[src/mailbox_settings.svh]
`ifndef MAILBOX_SETTINGS_SVH
`define MAILBOX_SETTINGS_SVH

// Number of mailbox slots, must be a power of two
`define SlotCnt 8

// Width of one mail word
`define DataWidth 16

// Bits needed to number a slot
`define SlotIdxWidth $clog2(`SlotCnt)

`endif

[src/writePkg.sv]
`default_nettype none

`include "mailbox_settings.svh"

package writePkg;

  // Slot number as carried by the producer
  typedef logic [`SlotIdxWidth-1:0] slotIdxT;

  // One mail word
  typedef logic [`DataWidth-1:0] mailDataT;

  // Producer request, strobe is high for one cycle per word
  typedef struct packed
  {
    logic     strobe;
    slotIdxT  slot;
    mailDataT data;
  } writeReqT;

endpackage

`default_nettype wire

[src/grantPkg.sv]
`default_nettype none

`include "mailbox_settings.svh"

package grantPkg;

  import writePkg::*;

  // One bit per slot
  typedef logic [`SlotCnt-1:0] slotMaskT;

  // What a slot hands to the arbiter
  typedef struct packed
  {
    logic     pending;
    mailDataT data;
  } slotEntryT;

  // Drained word, valid is a one-cycle strobe
  typedef struct packed
  {
    logic     valid;
    slotIdxT  slot;
    mailDataT data;
  } grantT;

endpackage

`default_nettype wire

[src/writeDecoder.sv]
`default_nettype none

`include "mailbox_settings.svh"

module writeDecoder
  import writePkg::*;
  import grantPkg::*;
(
  input  writeReqT writeReq,
  output slotMaskT writeMask
);

  // Doubling decode from the index LSB upward.
  // Each level splits every live bit into a lower and an upper half
  // depending on one more index bit
  always_comb
  begin
    writeMask = '0;
    writeMask[0] = writeReq.strobe;
    for (int lvl = 0; lvl < `SlotIdxWidth; lvl++)
    begin
      for (int i = 0; i < (1 << lvl); i++)
      begin
        // Upper copy first, it reads the bit the lower copy overwrites
        writeMask[i + (1 << lvl)] = writeMask[i] & writeReq.slot[lvl];
        writeMask[i] = writeMask[i] & ~writeReq.slot[lvl];
      end
    end
  end

endmodule

`default_nettype wire

[src/mailSlot.sv]
`default_nettype none

module mailSlot
  import writePkg::*;
  import grantPkg::*;
(
  input  logic      AClkB,
  input  logic      AResetBN,
  input  logic      writeEn,
  input  mailDataT  writeData,
  input  logic      grantEn,
  output slotEntryT entry
);

  logic     pendingReg;
  mailDataT dataReg;

  // A new write wins over a grant at the same edge,
  // so the slot stays pending with the fresh word
  always_ff @(posedge AClkB or negedge AResetBN)
  begin
    if (AResetBN == 1'b0)
    begin
      pendingReg <= 1'b0;
    end
    else if (writeEn)
    begin
      pendingReg <= 1'b1;
    end
    else if (grantEn)
    begin
      pendingReg <= 1'b0;
    end
  end

  // Overwrite of a pending word simply replaces it
  always_ff @(posedge AClkB)
  begin
    if (writeEn)
    begin
      dataReg <= writeData;
    end
  end

  assign entry.pending = pendingReg;
  assign entry.data = dataReg;

endmodule

`default_nettype wire

[src/roundRobinArbiter.sv]
`default_nettype none

`include "mailbox_settings.svh"

module roundRobinArbiter
  import writePkg::*;
  import grantPkg::*;
(
  input  logic      AClkB,
  input  logic      AResetBN,
  input  logic      drainEn,
  input  slotEntryT entries [`SlotCnt],
  output slotMaskT  grantMask,
  output grantT     grant
);

  // One-hot pointer to the slot with highest priority
  slotMaskT ptrReg;
  slotMaskT nextPtr;

  slotMaskT pendVec;
  slotMaskT rotPending;
  slotMaskT pickMask;
  slotMaskT winMask;

  logic [2*`SlotCnt-1:0] pendTwice;
  logic [2*`SlotCnt-1:0] pickTwice;

  logic     grantFire;
  slotIdxT  grantIdx;
  mailDataT grantData;

  always_comb
  begin
    for (int i = 0; i < `SlotCnt; i++)
    begin
      pendVec[i] = entries[i].pending;
    end
  end

  assign pendTwice = {pendVec, pendVec};

  // Rotate right so the pointer slot lands on bit 0.
  // Row k of the rotation matrix is taken when the pointer is at k
  always_comb
  begin
    rotPending = '0;
    for (int row = 0; row < `SlotCnt; row++)
    begin
      for (int col = 0; col < `SlotCnt; col++)
      begin
        rotPending[col] = rotPending[col] | (pendTwice[row + col] & ptrReg[row]);
      end
    end
  end

  // Keep only the lowest request after rotation
  always_comb
  begin
    logic seen;
    seen = 1'b0;
    for (int j = 0; j < `SlotCnt; j++)
    begin
      pickMask[j] = rotPending[j] & ~seen;
      seen = seen | rotPending[j];
    end
  end

  assign pickTwice = {pickMask, pickMask};

  // Rotate back to real slot positions
  always_comb
  begin
    winMask = '0;
    for (int row = 0; row < `SlotCnt; row++)
    begin
      for (int col = 0; col < `SlotCnt; col++)
      begin
        winMask[col] = winMask[col] | (pickTwice[`SlotCnt - row + col] & ptrReg[row]);
      end
    end
  end

  // No grant at all while draining is held off
  assign grantMask = winMask & {`SlotCnt{drainEn}};
  assign grantFire = |grantMask;

  // Index of the one-hot winner with each bit an OR over matching slots
  always_comb
  begin
    grantIdx = '0;
    for (int i = 0; i < `SlotCnt; i++)
    begin
      for (int b = 0; b < `SlotIdxWidth; b++)
      begin
        if (((i >> b) & 1) != 0)
        begin
          grantIdx[b] = grantIdx[b] | grantMask[i];
        end
      end
    end
  end

  // AND-OR row select of the winner's word
  always_comb
  begin
    grantData = '0;
    for (int i = 0; i < `SlotCnt; i++)
    begin
      grantData = grantData | (entries[i].data & {`DataWidth{grantMask[i]}});
    end
  end

  // Winner moved up by one with the top slot wrapping to slot 0
  assign nextPtr = {grantMask[`SlotCnt-2:0], grantMask[`SlotCnt-1]};

  always_ff @(posedge AClkB or negedge AResetBN)
  begin
    if (AResetBN == 1'b0)
    begin
      ptrReg <= slotMaskT'(1);
    end
    else if (grantFire)
    begin
      ptrReg <= nextPtr;
    end
  end

  // Grant leaves one edge after the entries it was picked from
  always_ff @(posedge AClkB or negedge AResetBN)
  begin
    if (AResetBN == 1'b0)
    begin
      grant <= '0;
    end
    else
    begin
      grant.valid <= grantFire;
      grant.slot <= grantIdx;
      grant.data <= grantData;
    end
  end

endmodule

`default_nettype wire

[src/mailboxTop.sv]
`default_nettype none

`include "mailbox_settings.svh"

module mailboxTop
  import writePkg::*;
  import grantPkg::*;
(
  input  logic     AClkB,
  input  logic     AResetBN,
  input  writeReqT writeReq,
  input  logic     drainEn,
  output grantT    grant,
  output slotMaskT pending
);

  slotMaskT  writeMask;
  slotMaskT  grantMask;
  slotEntryT entries [`SlotCnt];

  writeDecoder decoder_i
  (
    .writeReq  (writeReq),
    .writeMask (writeMask)
  );

  // All slots see the same write word, only the masked one loads it
  for (genvar i = 0; i < `SlotCnt; i++)
  begin : gSlot
    mailSlot slot_i
    (
      .AClkB     (AClkB),
      .AResetBN  (AResetBN),
      .writeEn   (writeMask[i]),
      .writeData (writeReq.data),
      .grantEn   (grantMask[i]),
      .entry     (entries[i])
    );

    assign pending[i] = entries[i].pending;
  end

  roundRobinArbiter arbiter_i
  (
    .AClkB     (AClkB),
    .AResetBN  (AResetBN),
    .drainEn   (drainEn),
    .entries   (entries),
    .grantMask (grantMask),
    .grant     (grant)
  );

endmodule

`default_nettype wire

[config.mk]
export PLATFORM = sky130hd
export DESIGN_NAME = mailboxTop
export DESIGN_NICKNAME = d
export VERILOG_FILES = /design/src/writePkg.sv /design/src/grantPkg.sv /design/src/writeDecoder.sv /design/src/mailSlot.sv /design/src/roundRobinArbiter.sv /design/src/mailboxTop.sv
export VERILOG_INCLUDE_DIRS = /design/src /design/src/src
export SDC_FILE = /design/constraint.sdc
export NUM_CORES = 1
export LEC_CHECK = 0
export BUFFER_PORTS_ARGS = -buffer_cell sky130_fd_sc_hd__buf_2
export CAP_MARGIN = 0
export CORE_MARGIN = 2
export CORE_UTILIZATION = 35
export DETAILED_ROUTE_END_ITERATION = 8
export GPL_ROUTABILITY_DRIVEN = 0
export SYNTH_ARGS = -nofsm -noshare
export SYNTH_HDL_FRONTEND = slang
export SYNTH_SLANG_ARGS = --single-unit
[constraint.sdc]
create_clock -name AClkB -period 3.3 [get_ports AClkB]
set_clock_uncertainty 0.05 [all_clocks]
set_input_delay 0.33 -clock AClkB [delete_from_list [all_inputs] [get_ports AClkB]]
set_output_delay 0.33 -clock AClkB [all_outputs]
set_load 0.02 [all_outputs]
### Yosys cells after proc, flatten, opt, wreduce, memory -nomap -nowiden

Index checks and enable logic that the tools add are counted.
W data, S select, Z words.

| storage, ports and cells | value |
|---|---|
| register bits | 164 |
| bits of input ports | 23 |
| output and inout bits | 28 |

| cells by class | value |
|---|---|
| muxes and demuxes | 16 |
| bitwise gates (word level) | 302 |
| reduce and logical (&&, ||, !) cells | 9 |

Operators with widths:

| cell | count |
|---|---|
| $and A1 B1 Y1 | 149 |
| $and A16 B16 Y16 | 8 |
| $or A1 B1 Y1 | 127 |
| $or A16 B16 Y16 | 7 |
| $mux W1 | 16 |
| $reduce_bool A2 Y1 | 8 |
| $not A1 Y1 | 10 |
| $and A8 B8 Y8 | 1 |
| $reduce_or A8 Y1 | 1 |

### Logic depth before layout (Yosys ltp)

Gate-level depths: netlist of run 1.

| depth | value |
|---|---|
| depth after elaboration | 33 |
| depth in mapped cells | 14 |
| depth with buffers taken out | 8 |

### By module

Synthesis of run 1 repeated with hierarchy kept, for this count alone.

| second synthesis, totals | value |
|---|---|
| cells, all modules | 473 |
| area total of the unflattened synthesis | 7158.1 sq um |

By module, submodules not included:

| module | times used | cells an instance | area each (sq um) | sequential area each (sq um) |
|---|---|---|---|---|
| mailSlot | 8 | 20 | 524.3 | 505.5 |
| roundRobinArbiter | 1 | 305 | 2869.0 | 701.9 |
| writeDecoder | 1 | 8 | 95.1 | 0.0 |

### Worst setup path before layout of run 1

OpenSTA, ideal clock, no wires.

| timing | value |
|---|---|
| path kind | flip-flop to flip-flop |
| start point | reg arbiter_i.ptrReg[0] |
| end point | reg, netlist name arbiter_i.grant[19] |
| setup time | 124 ps |
| arrival | 2824 ps |
| required time | 3126 ps |
| path slack | 302 ps |
| cell stages (with the launch flop) | 13 |
| period minus slack after synthesis | 2998 ps |
| cells stage by stage | dfstp_2 -> buf_6 -> a22oi_1 -> and4_1 -> buf_2 -> nand4b_1 -> nor4_2 -> a221o_1 -> o21a_1 -> buf_6 -> or4_4 -> buf_6 -> or2_1 |

| on the way | value |
|---|---|
| word-level cells in the longest chain between the ends | 26 |
| elaborated cells between the ends (all ways) | 206 |
| classes of those cells | bitwise: 205; reduce/logical: 1 |

RTL lines:

| item | RTL line | RTL |
|---|---|---|
| start: declaration | roundRobinArbiter.sv:18 | `slotMaskT ptrReg;` |
| start signal: assignment | roundRobinArbiter.sv:121 | `ptrReg <= slotMaskT'(1);` |
| start signal: assignment | roundRobinArbiter.sv:125 | `ptrReg <= nextPtr;` |
| $and A1 B1 Y1 | roundRobinArbiter.sv:52 | `rotPending[col] = rotPending[col] \| (pendTwice[row + col] & ptrReg[row]);` |
| $or A1 B1 Y1 (7 in a row) | roundRobinArbiter.sv:52 |  |
| $or A1 B1 Y1 (6 in a row) | roundRobinArbiter.sv:65 | `seen = seen \| rotPending[j];` |
| $not A1 Y1 | roundRobinArbiter.sv:64 | `pickMask[j] = rotPending[j] & ~seen;` |
| $and A1 B1 Y1 | roundRobinArbiter.sv:64 |  |
| $and A1 B1 Y1 | roundRobinArbiter.sv:79 | `` winMask[col] = winMask[col] \| (pickTwice[`SlotCnt - row + col] & ptrReg[row]); `` |
| $or A1 B1 Y1 (7 in a row) | roundRobinArbiter.sv:79 |  |
| $and A8 B8 Y8 * | roundRobinArbiter.sv:85 | `` assign grantMask = winMask & {`SlotCnt{drainEn}}; `` |
| $reduce_or A8 Y1 * | roundRobinArbiter.sv:86 | `assign grantFire = \|grantMask;` |
| net arbiter_i.grantFire | roundRobinArbiter.sv:29 | `logic grantFire;` |

The timed path passes the listed nets; every way through them passes the cells marked *.
A chain may end at the register's enable or synchronous reset.

### Worst setup path in the final report of run 1

| timing | value |
|---|---|
| start point | reg gSlot[0].slot_i.pendingReg |
| end point | reg arbiter_i.ptrReg[4] |

| on the way | value |
|---|---|
| word-level cells in the longest chain between the ends | 26 |
| elaborated cells between the ends (all ways) | 185 |
| classes of those cells | bitwise: 184; reduce/logical: 1 |

RTL lines:

| item | RTL line | RTL |
|---|---|---|
| start: declaration | mailSlot.sv:15 | `logic pendingReg;` |
| start signal: assignment | mailSlot.sv:24 | `pendingReg <= 1'b0;` |
| start signal: assignment | mailSlot.sv:28 | `pendingReg <= 1'b1;` |
| start signal: assignment | mailSlot.sv:32 | `pendingReg <= 1'b0;` |
| $and A1 B1 Y1 | roundRobinArbiter.sv:52 |  |
| $or A1 B1 Y1 (7 in a row) | roundRobinArbiter.sv:52 |  |
| $or A1 B1 Y1 (6 in a row) | roundRobinArbiter.sv:65 |  |
| $not A1 Y1 | roundRobinArbiter.sv:64 |  |
| $and A1 B1 Y1 | roundRobinArbiter.sv:64 |  |
| $and A1 B1 Y1 | roundRobinArbiter.sv:79 |  |
| $or A1 B1 Y1 (7 in a row) | roundRobinArbiter.sv:79 |  |
| $and A8 B8 Y8 * | roundRobinArbiter.sv:85 |  |
| $reduce_or A8 Y1 | roundRobinArbiter.sv:86 |  |

Every way passes the cells marked *; elsewhere a longest branch is shown, timed or not.

==> results.cfg, run 1 <==
[cells_and_area]
final_common_cell = edfxtp_1
design_area_sq_um = 8680
stdcell_count = 868
drive_gt1_frac = 0.322
mostFrequentLayoutCells = edfxtp_1 (128), buf_4 (73), a22oi_1 (71), buf_2 (50), dfrtp_1 (35)
fillers = 1790
syn_to_final_growth_pct = 21.7
layout.nets = 607

[worst_setup_path]
start_kind = flop
critical_path_arrival_ns = 3.46
r2r_start = gSlot[0].slot_i.pendingReg$_DFFE_PN0P_
crit_type = reg2reg
r2r_slack_ns = 0.1
endpoint_kind = flop
crit_fanout = 7
reg2reg_depth = 10
worstReg2RegEnd = arbiter_i.ptrReg[4]$_DFFE_PN0P_
crit_required_ns = 3.55

[synth]
synth.avg_cell_area_sq_um = 14.4
ys_types = 58
synth_nets = 517
synth_warnings = 0
async_flop_share = 0.220
yosysSeqAreaShare = 0.666
syn-cell-area_sq_um = 7130
synth_edf_count = 128
syn_inst = 494
ys_seq_elements = 164
ys.flop_type = edfxtp_1

[min_path]
worstHoldPathType = in2async

[die]
num_rows = 52
die_w_um = 147
initial_core_util = 0.355
die_h_um = 147
io_pins = 51
dieArea_sq_um = 21500
core_sq_um = 20100

[power]
leakagePower_nw = 3.16
switchingPower_mw = 3.89
p_per_area_nw_per_um2 = 1120
swShare = 0.400
power_frac_clock = 0.207
intPower_mw = 5.83
power.share.sequential = 0.279
max-vdd-ir-drop_mv = 0.560
power_frac_comb = 0.513
power_mw = 9.72

[place]
place_area_sq_um = 7770
dp.cells = 811
hpwl_mm = 11.4
port_buffers = 50
place_ws_ns = 0.0250

[route]
drt-wirelength-per-cell_um = 21.6
viasPerCell = 5.68
ant_nets = 0
wirelength_mm = 18.7
drt_pre_antenna_iters = 8
vias = 4934
drc_errors = 0
drt_iter0_drc = 647

[global_routing]
grt_max_degree = 37
grt_pass1_wl_mm = 28.2
grt_overflow = 0
antenna_found_initial = 1
track_usage = 0.171
grt_pass1_vias = 4915

[timing]
finalCritPeriodShare = 0.971
final-max-slew-violation-count = 0
fin_crit_ns = 3.20
rsz0062_at_grt = true
slew-limit-headroom = 0.362
fmax_ghz = 0.312
hold_viol_final = 0
setup_slack_ns = 0.0953
finalSetupViolations = 0
holdWs_ns = 0.0156
worst_slew_pin_slew_ns = 0.957

[clocking]
h-tree-depth = 4
path_clk_slew_ns = 0.06
clk_latency_ns = 0.41
cts_buffers = 17
cts_max_path_buffers = 2
cts_root_buf = clkbuf_16
cts_tree = done
postCtsHoldBufs = 0
cts.sinks = 164

[run]
maxCapViolations = 0

[outcome]
status = completed
synth_stat cells (all sizes together) (7+ instances only):
cell type / instances / area share
a32oi: 7 / 0.0086
inv: 17 / 0.0089
nand4: 16 / 0.016
nand4b: 7 / 0.0086
nor2: 15 / 0.0082
edfxtp: 128 / 0.54
nand2: 17 / 0.0089
a22oi: 73 / 0.078
clkbuf: 11 / 0.0060
dfrtp: 35 / 0.12
o211ai: 19 / 0.020
o21a: 7 / 0.0079
buf: 44 / 0.044
and3: 9 / 0.0079
power by group through the flow:
stage | registers [mW] | clock network [mW] | logic, mW
2_1_floorplan | 2.80 | 0 | 2.99
3_3_place_gp | 2.76 | 0 | 4.25
3_5_place_dp | 2.75 | 0 | 4.34
4_1_cts | 2.72 | 2.04 | 4.36
5_1_grt | 2.74 | 2.11 | 5.33
6_report | 2.72 | 2.01 | 4.99
registers in the layout, summed over array words and instances, names as in the netlist:
signal / count
gSlot.slot_i.dataReg: 128
arbiter_i.grant: 20
arbiter_i.ptrReg: 8
gSlot.slot_i.pendingReg: 8
stage by stage:
stage	TNS, ns	utilization
after global placement	0	0.386
after detailed placement	0	0.386
after floorplan	0	-
after CTS	0	0.417
after global routing	-0.192	0.431
final	0	0.432
area by class of cell:
cell class / count / area, sq um / area share
sequential: 164 / 4750 / 0.547
multi-input combinational: 258 / 2050 / 0.236
timing repair buffer: 126 / 863 / 0.0995
clock buffer: 22 / 464 / 0.0535
tap: 270 / 338 / 0.0389
clock inverter: 10 / 149 / 0.0172
inverter: 17 / 63.8 / 0.00736
antenna: 1 / 2.50 / 0.000288
timing repair:
action	4_1_cts	5_1_grt
gates resized for setup	0	14
buffers inserted	0	22
setup endpoints to repair	0	30
routing by layer:
layer,vias to the layer above,wire length [um],global-route usage
met2,240,9560,0.299
met1,2463,7640,0.216
met3,48,1110,0.0307
met5,-,0,0
met4,0,434,0.0519
li1,2183,-,-
worst max-delay path by stage:
| stage | end | from | depth (start not counted) | slack, ns |
|---|---|---|---|---|
| after global routing | arbiter_i.ptrReg[0]$_DFFE_PN1P_ | gSlot[2].slot_i.pendingReg$_DFFE_PN0P_ | 8 | -0.04 |
| after floorplan | arbiter_i.grant[19]$_DFF_PN0_ | arbiter_i.ptrReg[0]$_DFFE_PN1P_ | 12 | 0.30 |
| after CTS | arbiter_i.ptrReg[4]$_DFFE_PN0P_ | gSlot[2].slot_i.pendingReg$_DFFE_PN0P_ | 10 | 0.01 |
| after global placement | arbiter_i.ptrReg[4]$_DFFE_PN0P_ | gSlot[2].slot_i.pendingReg$_DFFE_PN0P_ | 10 | 0.07 |
| final | arbiter_i.ptrReg[4]$_DFFE_PN0P_ | gSlot[0].slot_i.pendingReg$_DFFE_PN0P_ | 10 | 0.1 |
| after detailed placement | arbiter_i.ptrReg[4]$_DFFE_PN0P_ | gSlot[2].slot_i.pendingReg$_DFFE_PN0P_ | 10 | 0.03 |
critical path, stage by stage (launching register included):
cell and delay (ns):
dfrtp_1 0.42, buf_4 0.18, a22o_4 0.27, nor4_4 0.25
buf_4 0.17, nor2_4 0.06, a221o_1 0.29, a222oi_1 0.47
a31oi_4 0.18, or4_4 0.50, o41ai_4 0.25
logic make-up after synthesis:
family / share of synthesized area
flops: 0.666
compound gates: 0.184
simple gates: 0.0916
buf+inv: 0.0584
(Power assumes the default switching activity.)
==> inputs of run 2 (changes only) <==
--- a/config.mk
+++ b/config.mk
@@ -12,6 +12,7 @@
 export CORE_UTILIZATION = 35
 export DETAILED_ROUTE_END_ITERATION = 8
 export GPL_ROUTABILITY_DRIVEN = 0
+export RECOVER_POWER = 25
 export SYNTH_ARGS = -nofsm -noshare
 export SYNTH_HDL_FRONTEND = slang
 export SYNTH_SLANG_ARGS = --single-unit
==> results.cfg, run 2 (synthesized netlist as in run 1, its figures left out) <==
[route]
ant_nets = 0
wirelength_mm = 18.8
drt_iter0_drc = 582
drt_pre_antenna_iters = 5
viasPerCell = 5.71
drt-wirelength-per-cell_um = 21.7
vias = 4951
drc_errors = 0

[clocking]
cts_tree = done
path_clk_slew_ns = 0.06
clk_latency_ns = 0.41
cts_root_buf = clkbuf_16
h-tree-depth = 4
cts.sinks = 164
cts_max_path_buffers = 2
cts_buffers = 17

[timing]
hold_viol_final = 0
slew-limit-headroom = 0.363
worst_slew_pin_slew_ns = 0.956
fmax_ghz = 0.310
finalSetupViolations = 0
fin_crit_ns = 3.23
rsz0062_at_grt = true
setup_slack_ns = 0.0712
finalCritPeriodShare = 0.978
final-max-slew-violation-count = 0
setup_tns_ns = 0

[worst_setup_path]
crit_required_ns = 3.55
crit_slowest_cell = dfrtp_1
crit_fanout = 20
critPathLaunch = gSlot[2].slot_i.pendingReg$_DFFE_PN0P_
cpPeakStageDelay_ns = 0.57
r2r_start = gSlot[2].slot_i.pendingReg$_DFFE_PN0P_
endpoint_kind = flop
worstPathCellList = buf_4 -> a22oi_1 -> and4_1 -> nor4b_2 -> buf_4 -> a32oi_1 -> nand2_1 -> o21a_2 -> or4_4 -> or2_1
crit_type = reg2reg
crit_buf_inv = 2
start_kind = flop
crit_family = simple AND/OR/NAND/NOR gates
critical_path_arrival_ns = 3.48
crit_top_cell = buf_4

[global_routing]
grt_overflow = 0
grt_pass1_vias = 4915
track_usage = 0.171
grt_max_degree = 37
grt_pass1_wl_mm = 28.2
antenna_found_initial = 0

[die]
die_h_um = 147
dieArea_sq_um = 21500
initial_core_util = 0.355
die_w_um = 147
num_rows = 52
core_sq_um = 20100
io_pins = 51

[min_path]
worstHoldPathType = in2async

[cells_and_area]
mostFrequentLayoutCells = edfxtp_1 (128), buf_4 (73), a22oi_1 (71), buf_2 (38), dfrtp_1 (35)
design_area_sq_um = 8660
final_common_cell = edfxtp_1
syn_to_final_growth_pct = 21.4
largest_register_ffs = 128
fillers = 1801
drive_gt1_frac = 0.302
final_core_utilization = 0.431
largest_register = gSlot.slot_i.dataReg
reg.largest.list = gSlot.slot_i.dataReg (128), arbiter_i.grant (20)
layout.nets = 607
antenna_cells = 0

[power]
p_per_area_nw_per_um2 = 1120
max-vdd-ir-drop_mv = 0.561
leakagePower_nw = 3.13
power_mw = 9.73

[run]
maxCapViolations = 0

[place]
place_ws_ns = 0.0250
hpwl_mm = 11.4
place_area_sq_um = 7770
port_buffers = 50

[outcome]
status = completed
[run 2: cell types whose count changed in the layout (fill, tap and decap cells not counted)]
| cell | previous run | this run |
|---|---|---|
| buf_2 | 50 | 38 |
| clkbuf_1 | 3 | 15 |
| diode_2 | 1 | 0 |
[run 2: area by class of cell]
type,count,area (sq um),area share
sequential,164,4750,0.548
timing repair buffer,126,848,0.0980
multi-input combinational,258,2050,0.237
clock buffer,22,464,0.0536
tap,270,338,0.0390
clock inverter,10,149,0.0172
inverter,17,63.8,0.00737
[run 2: power by group]
| part | total (mW) | internal (mW) | switching, mW |
|---|---|---|---|
| clock network | 2.01 | 1.24 | 0.775 |
| logic | 4.99 | 2.06 | 2.93 |
| registers | 2.72 | 2.53 | 0.189 |
[run 2: what timing repair did]
action / in CTS / in global routing
hold buffers: 0 / 0
endpoints found under the setup margin: 0 / 30
hold endpoints to repair: 0 / 0
buffers inserted: 0 / 22
gates resized for setup: 0 / 14
[run 2: final timing paths]
kind | end | slack, ns | cells past startpoint
hold / removal | gSlot[6].slot_i.pendingReg$_DFFE_PN0P_ | 0.02 | 1
hold reg to reg | arbiter_i.grant[11]$_DFF_PN0_ | 0.42 | 2
setup / recovery | arbiter_i.grant[19]$_DFF_PN0_ | 0.07 | 10
min in group AClkB | gSlot[7].slot_i.dataReg[3]$_DFFE_PP_ | 0.15 | 1
max in group asynchronous | arbiter_i.grant[1]$_DFF_PN0_ | 2.59 | 1
setup reg to reg | arbiter_i.grant[19]$_DFF_PN0_ | 0.07 | 10
[run 2: stage by stage]
stage	std cells	hold slack, ns
2_1_floorplan	494	-0.0156
3_3_place_gp	811	0.395
3_5_place_dp	811	0.412
4_1_cts	843	0.0514
5_1_grt	867	0.0778
6_report	867	0.0166
[run 2: per-layer routing]
metal / global-route usage / vias to the layer above / wire length, um
met2: 0.299 / 221 / 9600
met4: 0.0519 / 0 / 429
li1: - / 2178 / -
met1: 0.216 / 2501 / 7670
met5: 0 / - / 0
met3: 0.0307 / 51 / 1080
[run 2: worst register-to-register path: cells and delay by family, from the launching register on]
kind	cells	cell delay (ns)
flops	1	0.57
simple gates	5	1.47
compound gates	3	0.64
buf+inv	2	0.39
